==> src/video_timing_pkg.sv <==
package video_timing_pkg;

   typedef logic [9:0] coord_t;                  // unsigned raster x or y

   // horizontal geometry in pixel clocks
   localparam int h_active = 640;                // visible pixels
   localparam int h_front  = 16;                 // front porch
   localparam int h_sync   = 96;                 // sync pulse width
   localparam int h_back   = 48;                 // back porch
   localparam int h_total  = h_active + h_front + h_sync + h_back;   // 800 per line

   // vertical geometry in lines
   localparam int v_active = 480;                // visible lines
   localparam int v_front  = 10;                 // front porch
   localparam int v_sync   = 2;                  // sync pulse height
   localparam int v_back   = 33;                 // back porch
   localparam int v_total  = v_active + v_front + v_sync + v_back;   // 525 per frame

   localparam logic sync_active_level = 1'b0;    // hs and vs pulse low

   // counter decode points
   localparam coord_t h_vis_end    = coord_t'(h_active);                      // first blank px
   localparam coord_t h_sync_begin = coord_t'(h_active + h_front);            // 656
   localparam coord_t h_sync_end   = coord_t'(h_active + h_front + h_sync);   // 752
   localparam coord_t h_last       = coord_t'(h_total - 1);                   // wrap point

   localparam coord_t v_vis_end    = coord_t'(v_active);                      // first blank line
   localparam coord_t v_sync_begin = coord_t'(v_active + v_front);            // 490
   localparam coord_t v_sync_end   = coord_t'(v_active + v_front + v_sync);   // 492
   localparam coord_t v_last       = coord_t'(v_total - 1);                   // wrap point

endpackage

==> src/sprite_pkg.sv <==
package sprite_pkg;

   localparam int sprite_size = 16;              // square edge in pixels

   // 8 bits per channel with red in the top byte
   typedef struct packed {
      logic [7:0] r;
      logic [7:0] g;
      logic [7:0] b;
   } rgb_t;

   localparam rgb_t black_rgb   = rgb_t'(24'h00_00_00);   // forced during blanking
   localparam rgb_t player1_rgb = rgb_t'(24'hf0_d0_20);   // yellow
   localparam rgb_t player2_rgb = rgb_t'(24'h20_c0_f0);   // cyan

   // background stripes from left to right repeating every 256 px
   localparam rgb_t bg_palette [4] = '{
      rgb_t'(24'h18_20_50),                      // dark blue
      rgb_t'(24'h20_50_20),                      // dark green
      rgb_t'(24'h50_20_20),                      // dark red
      rgb_t'(24'h40_40_40)                       // grey
   };

   localparam int bg_stripe_shift = 6;           // x bit that starts the stripe index

   // layers listed in rising priority
   typedef enum logic [1:0] {
      layer_bg,                                  // striped background
      layer_p2,                                  // player 2 square
      layer_p1                                   // player 1 square always on top
   } layer_t;

endpackage

==> src/vga_timing.sv <==
module vga_timing (
   input  logic                     clk,
   input  logic                     arst_n,
   output video_timing_pkg::coord_t spot_x,
   output video_timing_pkg::coord_t spot_y,
   output logic                     active,
   output logic                     hs,
   output logic                     vs,
   output logic                     sof
);
   import video_timing_pkg::*;

   coord_t h_cnt;                                // pixel within line
   coord_t v_cnt;                                // line within frame
   logic   h_wrap;                               // last pixel of a line
   logic   v_wrap;                               // last line of a frame
   logic   h_vis;                                // pixel column visible
   logic   v_vis;                                // line visible
   logic   h_sync_win;                           // inside hsync pulse
   logic   v_sync_win;                           // inside vsync pulse
   logic   origin;                               // counters at 0,0

   assign h_wrap = (h_cnt == h_last);
   assign v_wrap = (v_cnt == v_last);

   // free running raster counters
   always_ff @(posedge clk or negedge arst_n) begin
      if (!arst_n) begin
         h_cnt <= '0;
         v_cnt <= '0;
      end else begin
         if (h_wrap) begin
            h_cnt <= '0;
            if (v_wrap) begin
               v_cnt <= '0;                      // new frame
            end else begin
               v_cnt <= v_cnt + 1'b1;
            end
         end else begin
            h_cnt <= h_cnt + 1'b1;
         end
      end
   end

   // window decode off the counters
   assign h_vis      = (h_cnt < h_vis_end);
   assign v_vis      = (v_cnt < v_vis_end);
   assign h_sync_win = (h_cnt >= h_sync_begin) && (h_cnt < h_sync_end);
   assign v_sync_win = (v_cnt >= v_sync_begin) && (v_cnt < v_sync_end);
   assign origin     = (h_cnt == '0) && (v_cnt == '0);

   // every output leaves on a register in the same cycle
   always_ff @(posedge clk or negedge arst_n) begin
      if (!arst_n) begin
         spot_x <= '0;
         spot_y <= '0;
         active <= 1'b0;
         hs     <= ~sync_active_level;           // idle level
         vs     <= ~sync_active_level;
         sof    <= 1'b0;
      end else begin
         spot_x <= h_cnt;
         spot_y <= v_cnt;
         active <= h_vis && v_vis;
         hs     <= h_sync_win ? sync_active_level : ~sync_active_level;
         vs     <= v_sync_win ? sync_active_level : ~sync_active_level;
         sof    <= origin;                       // one clock per frame
      end
   end

   // hsync sits in horizontal blanking and never over visible pixels
   a_hs_outside_active: assert property (
      @(posedge clk) disable iff (!arst_n)
      active |-> (hs != sync_active_level)
   ) else $error("hsync asserted inside active region");

   // frame pulse marks the raster origin and the next coordinate is pixel 1
   a_sof_at_origin: assert property (
      @(posedge clk) disable iff (!arst_n)
      sof |-> (spot_x == '0) && (spot_y == '0) ##1 (spot_x == coord_t'(1)) && !sof
   ) else $error("sof away from raster origin");

endmodule

==> src/sprite_render.sv <==
module sprite_render (
   input  logic                     clk,
   input  logic                     arst_n,
   input  video_timing_pkg::coord_t spot_x,
   input  video_timing_pkg::coord_t spot_y,
   input  logic                     sof,
   input  video_timing_pkg::coord_t pos_x,
   input  video_timing_pkg::coord_t pos_y,
   output logic                     hit
);
   import video_timing_pkg::*;
   import sprite_pkg::*;

   coord_t      lat_x;                           // corner held for the frame
   coord_t      lat_y;
   coord_t      cur_x;                           // corner used for this coordinate
   coord_t      cur_y;
   logic [10:0] end_x;                           // one past right edge without wrap
   logic [10:0] end_y;                           // one past bottom edge
   logic        in_x;
   logic        in_y;

   // new position only at frame start and held until the next one
   always_ff @(posedge clk or negedge arst_n) begin
      if (!arst_n) begin
         lat_x <= '0;
         lat_y <= '0;
      end else if (sof) begin
         lat_x <= pos_x;
         lat_y <= pos_y;
      end
   end

   // at sof the origin pixel already belongs to the new frame
   assign cur_x = sof ? pos_x : lat_x;
   assign cur_y = sof ? pos_y : lat_y;

   // extra bit so a corner near 1023 cannot wrap the far edge
   assign end_x = {1'b0, cur_x} + 11'(sprite_size);
   assign end_y = {1'b0, cur_y} + 11'(sprite_size);

   assign in_x = (spot_x >= cur_x) && ({1'b0, spot_x} < end_x);
   assign in_y = (spot_y >= cur_y) && ({1'b0, spot_y} < end_y);

   // answer comes one clock after the coordinate
   always_ff @(posedge clk or negedge arst_n) begin
      if (!arst_n) begin
         hit <= 1'b0;
      end else begin
         hit <= in_x && in_y;
      end
   end

endmodule

==> src/pixel_mixer.sv <==
module pixel_mixer (
   input  logic                     clk,
   input  logic                     arst_n,
   input  video_timing_pkg::coord_t spot_x,
   input  logic                     active,
   input  logic                     hs,
   input  logic                     vs,
   input  logic                     hit1,
   input  logic                     hit2,
   output sprite_pkg::rgb_t         rgb,
   output logic                     vga_hs,
   output logic                     vga_vs,
   output logic                     vga_blank
);
   import video_timing_pkg::*;
   import sprite_pkg::*;

   logic [1:0] stripe_idx;                       // which 64 px band
   rgb_t       bg_q;                             // stage 1 background colour
   logic       active_q;                         // stage 1 copies of timing
   logic       hs_q;
   logic       vs_q;
   layer_t     layer;                            // winning layer in stage 1

   // x / 64 mod 4
   assign stripe_idx = spot_x[bg_stripe_shift +: 2];

   // stage 1 background lookup
   always_ff @(posedge clk) begin
      bg_q <= bg_palette[stripe_idx];
   end

   // stage 1 timing delayed to match the renderer hit
   always_ff @(posedge clk or negedge arst_n) begin
      if (!arst_n) begin
         active_q <= 1'b0;
         hs_q     <= ~sync_active_level;
         vs_q     <= ~sync_active_level;
      end else begin
         active_q <= active;
         hs_q     <= hs;
         vs_q     <= vs;
      end
   end

   // hits arrive aligned with stage 1 and player 1 wins an overlap
   always_comb begin
      if (hit1) begin
         layer = layer_p1;
      end else if (hit2) begin
         layer = layer_p2;
      end else begin
         layer = layer_bg;
      end
   end

   // stage 2 colour and syncs two clocks after the coordinate
   always_ff @(posedge clk or negedge arst_n) begin
      if (!arst_n) begin
         rgb       <= black_rgb;
         vga_hs    <= ~sync_active_level;
         vga_vs    <= ~sync_active_level;
         vga_blank <= 1'b0;                      // blanking out of reset
      end else begin
         vga_hs    <= hs_q;
         vga_vs    <= vs_q;
         vga_blank <= active_q;                  // high = pixel shown
         if (!active_q) begin
            rgb <= black_rgb;                    // porches and sync stay black
         end else begin
            case (layer)
               layer_p1: rgb <= player1_rgb;
               layer_p2: rgb <= player2_rgb;
               default:  rgb <= bg_q;
            endcase
         end
      end
   end

   // no colour leaks into blanking
   a_black_when_blank: assert property (
      @(posedge clk) disable iff (!arst_n)
      !vga_blank |-> (rgb == black_rgb)
   ) else $error("colour present during blanking");

endmodule

==> src/game_display.sv <==
module game_display (
   input  logic                     clk,
   input  logic                     arst_n,
   input  video_timing_pkg::coord_t player1_x,
   input  video_timing_pkg::coord_t player1_y,
   input  video_timing_pkg::coord_t player2_x,
   input  video_timing_pkg::coord_t player2_y,
   output logic [7:0]               vga_r,
   output logic [7:0]               vga_g,
   output logic [7:0]               vga_b,
   output logic                     vga_hs,
   output logic                     vga_vs,
   output logic                     vga_blank
);
   import video_timing_pkg::*;
   import sprite_pkg::*;

   coord_t spot_x;                               // raster column
   coord_t spot_y;                               // raster line
   logic   active;                               // visible region
   logic   hs;                                   // raw syncs before the delay
   logic   vs;
   logic   sof;                                  // frame start pulse
   logic   hit1;                                 // player 1 covers pixel
   logic   hit2;                                 // player 2 covers pixel
   rgb_t   rgb;                                  // mixed pixel

   // raster timing
   vga_timing timing (
      .clk    (clk),
      .arst_n (arst_n),
      .spot_x (spot_x),
      .spot_y (spot_y),
      .active (active),
      .hs     (hs),
      .vs     (vs),
      .sof    (sof)
   );

   // player 1 square
   sprite_render p1 (
      .clk    (clk),
      .arst_n (arst_n),
      .spot_x (spot_x),
      .spot_y (spot_y),
      .sof    (sof),
      .pos_x  (player1_x),
      .pos_y  (player1_y),
      .hit    (hit1)
   );

   // player 2 square
   sprite_render p2 (
      .clk    (clk),
      .arst_n (arst_n),
      .spot_x (spot_x),
      .spot_y (spot_y),
      .sof    (sof),
      .pos_x  (player2_x),
      .pos_y  (player2_y),
      .hit    (hit2)
   );

   // background, priority and sync alignment
   pixel_mixer mix (
      .clk       (clk),
      .arst_n    (arst_n),
      .spot_x    (spot_x),
      .active    (active),
      .hs        (hs),
      .vs        (vs),
      .hit1      (hit1),
      .hit2      (hit2),
      .rgb       (rgb),
      .vga_hs    (vga_hs),
      .vga_vs    (vga_vs),
      .vga_blank (vga_blank)
   );

   // channel split for the DAC pins
   assign vga_r = rgb.r;
   assign vga_g = rgb.g;
   assign vga_b = rgb.b;

endmodule

==> config.mk <==
export PLATFORM = sky130hd
export DESIGN_NAME = game_display
export DESIGN_NICKNAME = d
export VERILOG_FILES = /design/src/video_timing_pkg.sv /design/src/sprite_pkg.sv /design/src/vga_timing.sv /design/src/sprite_render.sv /design/src/pixel_mixer.sv /design/src/game_display.sv
export SDC_FILE = /design/constraint.sdc
export NUM_CORES = 1
export LEC_CHECK = 0
export BUFFER_PORTS_ARGS = -buffer_cell sky130_fd_sc_hd__clkbuf_2
export CAP_MARGIN = 20
export CORE_MARGIN = 5
export CORE_UTILIZATION = 59
export DETAILED_ROUTE_END_ITERATION = 12
export GPL_TIMING_DRIVEN = 0
export PLACE_DENSITY = 0.79
export SYNTH_ARGS = -nofsm -noshare
export SYNTH_HDL_FRONTEND = slang
export SYNTH_SLANG_ARGS = --single-unit
==> constraint.sdc <==
create_clock -name clk -period 3 [get_ports clk]
set_input_delay 0.45 -clock clk [delete_from_list [all_inputs] [get_ports clk]]
set_output_delay 0.45 -clock clk [all_outputs]
set_load 0.02 [all_outputs]
Yosys cells after proc, flatten, opt, wreduce, memory -nomap -nowiden
Cells that the tools add are included.
Widths: inputs -> output; s select.
{"block": "op_classes", "n_eq_ne": 4, "n_reduce_logical": 12, "n_bitwise": 1, "add_sub_neg": 6, "n_mux": 15, "order_cmp": 15}
{"op": "$mux 24", "count": 3}
{"op": "$mux 10", "count": 6}
{"op": "$bmux 24 s2", "count": 1}
{"op": "$pmux 24 s2", "count": 1}
{"op": "$add 10x5->11 const B", "count": 4}
{"op": "$lt 10x11->1", "count": 4}
{"op": "$ge 10x10->1", "count": 4}
{"op": "$add 10x1->10 const B", "count": 2}
{"op": "$eq 10x10->1 const B", "count": 2}
{"op": "$logic_not 10->1", "count": 2}
{"op": "$lt 10x10->1 const B", "count": 2}
{"op": "$lt 10x9->1 const B", "count": 2}
{"op": "$ge 10x10->1 const B", "count": 1}
{"op": "$ge 10x9->1 const B", "count": 1}
{"op": "$logic_and 1x1->1", "count": 10}
{"op": "$ge 3x3->1 const B", "count": 1}
{"op": "$mux 1", "count": 3}
{"op": "$not 2->3", "count": 1}
{"op": "$eq 2x1->1 const B", "count": 1}
{"op": "$eq 2x2->1 const B", "count": 1}
{"op": "$mux 2", "count": 1}
{"block": "totals", "wordCells": 79, "output_inout_bits": 27, "in_bits": 42, "reg_bits": 140}

Depth between registers and ports, before layout
{"block": "depth", "ltp_word": 5, "ltp_mapped": 15, "mapped_depth_nobuf": 13}

Cells and area by module
From an unflattened synthesis, not the netlist that was laid out.
{"block": "hier_totals", "cells_unflattened": 554, "hier_area_um2": 6189.7}
{"mod": "sprite_render at p2", "cells_per_inst": 176, "area_each_um2": 1806.7, "seq_area_each_um2": 525.5, "instances": 1}
{"mod": "sprite_render at p1", "cells_per_inst": 172, "area_each_um2": 1762.9, "seq_area_each_um2": 525.5, "instances": 1}
{"mod": "vga_timing", "cells_per_inst": 137, "area_each_um2": 1691.6, "seq_area_each_um2": 1103.6, "instances": 1}
{"mod": "pixel_mixer", "cells_per_inst": 69, "area_each_um2": 928.4, "seq_area_each_um2": 620.6, "instances": 1}

Worst setup path after synthesis
No wires, ideal clock.
{"block": "synth_timing", "path_kind": "register to register", "from": "register timing.sof", "to": "register p2.hit", "n_path_buf": 2, "setup_slack_ns": 0.322, "stages_incl_launch_ff": 16, "period_less_slack_ns": 2.678, "arrival_time_ns": 2.610, "setup_ns": 0.068, "t_required_ns": 2.932, "cell_sequence": "dfrtp_1 > buf_2 > buf_4 > mux2i_1 > inv_1 > ha_1 > nand4b_1 > nand2_1 > xnor2_1 > ha_1 > o21ai_0 > nand2b_1 > a21oi_1 > a211oi_1 > a2111oi_0 > and4_1"}
{"block": "synth_between", "elab_chain_cells": 5, "elab_cells_between_ends": 11, "cone_classes": "add/sub: 2; order compare: 4; mux: 2; reduce/logical: 3"}
{"item": "start: declaration", "line": "vga_timing.sv:9", "text": "output logic sof"}
{"item": "start signal: assignment", "line": "vga_timing.sv:67", "text": "sof <= origin;"}
{"item": "$mux 10 *"}
{"item": "via p2.cur_x[4]", "line": "sprite_render.sv:16", "text": "coord_t cur_x;"}
{"item": "$add 10x5->11", "line": "sprite_render.sv:39", "text": "assign end_x = {1'b0, cur_x} + 11'(sprite_size);"}
{"item": "$lt 10x11->1", "line": "sprite_render.sv:42", "text": "assign in_x = (spot_x >= cur_x) && ({1'b0, spot_x} < end_x);"}
{"item": "$logic_and 1x1->1 *", "line": "sprite_render.sv:42"}
{"item": "$logic_and 1x1->1 *", "line": "sprite_render.sv:50", "text": "hit <= in_x && in_y;"}
{"item": "end signal: assignment", "line": "sprite_render.sv:50"}
{"item": "end: declaration", "line": "sprite_render.sv:9", "text": "output logic hit"}
Mark *: on every way through the listed nets, which the timed path passes. The rest lies on a longest branch.
A chain may end at the register's enable or synchronous reset.

Final worst setup path
{"block": "layout_timing", "from": "register timing.sof", "to": "register p2.hit"}
{"block": "layout_between", "elab_chain_cells": 5, "elab_cells_between_ends": 11, "cone_classes": "add/sub: 2; order compare: 4; mux: 2; reduce/logical: 3"}
{"item": "$mux 10 (on tied branches)"}
{"item": "$add 10x5->11 (on tied branches)", "line": "sprite_render.sv:39, sprite_render.sv:40"}
{"item": "$lt 10x11->1 (on tied branches)", "line": "sprite_render.sv:42, sprite_render.sv:43"}
{"item": "$logic_and 1x1->1 (on tied branches)", "line": "sprite_render.sv:42, sprite_render.sv:43"}
{"item": "$logic_and 1x1->1 *", "line": "sprite_render.sv:50"}
Every way passes the cells marked *; elsewhere a longest branch is shown, timed or not.

==> impl_metrics.csv <==
group,metric,value,unit
final_layout,largest_reg_flops,13,
sta,drv_slew,0,
final_layout,design.final.nets,747,
setup_path,required,3320,ps
final_layout,final_cell_area,6790,um^2
drt,routed_wl,11.9,mm
sta,rsz0062_at_grt,"false",
final_layout,drive_gt1_share,18.1,%
setup_path,startpoint_type,"register",
logic_synthesis,yosysTopAreaCell,"dfrtp_1",
logic_synthesis,synth_edf_count,0,
logic_synthesis,yosys_warnings,0,
drt,firstDrtPassIters,4,
power_and_ir_drop,power.share.sequential,56.6,%
sta,relSlewSlack,56.8,%
setup_path,rr_worst_depth,12,
sta,hold_viol,0,
floorplanning,die_x,111,um
power_and_ir_drop,netSwitchingFraction,24.5,%
floorplanning,core_area,9820,um^2
floorplanning,die_area,12200,um^2
logic_synthesis,synthMostInstantiatedCell,"dfrtp_1",
floorplanning,boundaryPins,69,
drt,drc,0,
logic_synthesis,synthArstFlopShare,93.8,%
placed_design,dp.cells,752,
logic_synthesis,syn_inst,551,
final_layout,antenna-diode-count,0,
logic_synthesis,synth.distinct_cells,56,
power_and_ir_drop,irDropWorstVdd,204,uV
setup_path,crit_chain,"buf_6 -> buf_6 -> buf_6 -> buf_8 -> mux2i_2 -> ha_1 -> a21oi_2 -> o21ai_0 -> a21oi_1 -> a211oi_1 -> a2111oi_2 -> and4_1",
logic_synthesis,synth_top_area_share,41.4,%
placed_design,io_buffer_count,57,
clock_network,post_cts_buffers,0,
sta,worstMarginPinSlew,648,ps
clock_network,clockBufferDepth,2,
grt,grt_max_degree,62,
clock_network,cts_tree,"done",
clock_network,h-tree-depth,3,
logic_synthesis,syn_area_per_cell,10.8,um^2
logic_synthesis,synth.ff_latch_count,112,
setup_path,crit_slowest_cell,"dfrtp_1",
setup_path,path_class,"reg2reg",
setup_path,worstPathArrival,3150,ps
power_and_ir_drop,p_leak,3.35,nW
power_and_ir_drop,p_clk_share,34.2,%
sta,clock_skew,8.64,ps
min_path,hp-class,"in2async",
final_layout,syn_to_final_growth,13.6,%
logic_synthesis,syn_area,5980,um^2
clock_network,clk-insertion-delay-late,380,ps
power_and_ir_drop,powerDensity,402,nW/um^2
placed_design,dpl_cell_area,6500,um^2
power_and_ir_drop,combinationalPowerShare,9.2,%
setup_path,cp_common_cell,"buf_6",
clock_network,root_buffer,"clkbuf_8",
run,max_cap_viol_count,0,
grt,track_usage,20.2,%
sta,period_share,94.5,%
logic_synthesis,synth_commonest_cells,"dfrtp_1, ha_1, inv_1",
grt,grt-ovfl-total,0,
drt,antenna_left,0,
final_layout,largest_register,"mix.rgb",
drt,via_per_inst,5.48,
logic_synthesis,yosys_most_used_dff,"dfrtp_1",
drt,wl_per_cell,15.5,um
grt,grt_pass1_wl,20.3,mm
final_layout,final_cells,768,
clock_network,holdBufCountCts,0,
run_status,status,"finished clean",
placed_design,dpl.hpwl,9.14,mm
floorplanning,die_h,111,um
drt,vias,4212,
power_and_ir_drop,switchingPower,0.669,mW
clock_network,clock_sinks,112,
clock_network,numCtsBuffers,9,
sta,finalSetupViolCount,0,
logic_synthesis,seq_area_frac_synth,46.4,%
setup_path,cpPeakStageDelay,350,ps
setup_path,critPathCaptureType,"register",
clock_network,clk_pin_slew,100,ps
logic_synthesis,netlist_top_cells_area,"dfrtp_1, ha_1, mux2i_1",
setup_path,cp_max_fo,10,
sta,finalCriticalPeriod,2840,ps
grt,antenna_found_initial,0,
drt,drt_iter0_markers,215,
floorplanning,initial_core_util,60.9,%
placed_design,gp_congestion,0.881,
sta,max_freq,0.353,GHz
grt,grt_pass1_vias,4389,
power_and_ir_drop,p_int,2.06,mW
floorplanning,num_rows,36,
-- power groups by stage --
| stage | registers, mW | clock network [mW] | logic, mW |
|---|---|---|---|
| 4_1_cts | 1.54 | 0.953 | 0.251 |
| 5_1_grt | 1.55 | 1.01 | 0.289 |
| 3_3_place_gp | 1.57 | 0 | 0.228 |
| 6_report | 1.54 | 0.932 | 0.250 |
| 3_5_place_dp | 1.57 | 0 | 0.247 |
| 2_1_floorplan | 1.57 | 0 | 0.151 |
-- worst paths after layout --
| path | from | end | slack (ps) |
|---|---|---|---|
| max reg2reg | timing.sof | p2.hit | 160 |
| max in group asynchronous | arst_n | timing.vs | 2140 |
| min reg2reg | mix.hs_q | mix.vga_hs | 360 |
| max | timing.sof | p2.hit | 160 |
| min in group clk | player1_y[3] | p1.lat_y[3] | 300 |
| min | arst_n | p1.lat_x[9] | 110 |
-- through the flow --
stage	TNS [ps]	setup slack, ps	total power [mW]	util [%]	hold WS (ps)
2_1_floorplan	0	322	1.72	-	154
3_3_place_gp	-410	-304	1.80	65.9	347
3_5_place_dp	-591	-459	1.82	66.2	351
4_1_cts	0	34.4	2.75	68.9	124
5_1_grt	0	4.11	2.85	69.2	150
6_report	0	165	2.73	69.2	107
-- worst max-delay path: cells and delay by family (launching register included) --
kind                       cells  cell delay, ps
buffers and inverters          4             730
DFF                            1             350
muxes                          1             270
adders and majority gates      1             290
AOI/OAI and AO/OA              5             870
and+or+nand+nor                1             250
-- layout make-up --
type,count,area (um^2)
Fill cell,731,3030
Buffer,19,175
Clock inverter,5,66.3
Inverter,54,203
Timing Repair Buffer,58,315
Tap cell,133,166
Clock buffer,11,141
Multi-Input combinational cell,376,2950
Sequential cell,112,2780
-- metal layers --
metal	up-vias	part of all wire (%)	wire length (um)	global-route usage, %
met4	0	2.3	279	8.54
li1	2061	-	-	-
met3	20	4.7	553	4.26
met1	2028	44	5190	25.7
met2	103	49	5860	33.6
met5	-	0	0	0
-- layout by cell type (no fill, tap or decap), types with 3 or more instances in the layout --
master / instances
buf_6: 3
dfxtp_1: 7
a211o_1: 3
and3_1: 5
nor4_1: 8
a32oi_1: 3
o21ai_0: 20
nor3_1: 10
nand4_1: 7
nand3_1: 13
dfrtp_1: 99
o211ai_1: 4
mux2_2: 4
conb_1: 11
clkbuf_8: 10
clkbuf_2: 56
nand2_1: 25
mux2i_1: 28
xnor2_1: 16
buf_4: 11
nand2b_1: 9
nor2b_1: 17
xor2_1: 10
a211oi_1: 4
ha_1: 74
nor2_1: 23
inv_1: 54
a21o_1: 12
a21oi_1: 31
dfstp_2: 6
-- what timing repair did --
action / in CTS / in global routing
resized for setup: 16 / 6
endpoints found under the hold margin: 0 / 0
setup endpoints to repair: 2 / 1
pin swaps: 2 / 2
-- logic make-up after synthesis --
| group | Yosys count | share of synthesized area, % |
|---|---|---|
| mux | 35 | 5.95 |
| other cells | 1 | 0.0627 |
| fa+ha+maj | 75 | 15.7 |
| buf+inv | 73 | 5.55 |
| compound gates | 92 | 9.55 |
| flops | 112 | 46.4 |
| xor+xnor | 26 | 3.81 |
| simple gates | 137 | 13.0 |
No activity file was read; power rests on OpenSTA's default activity.
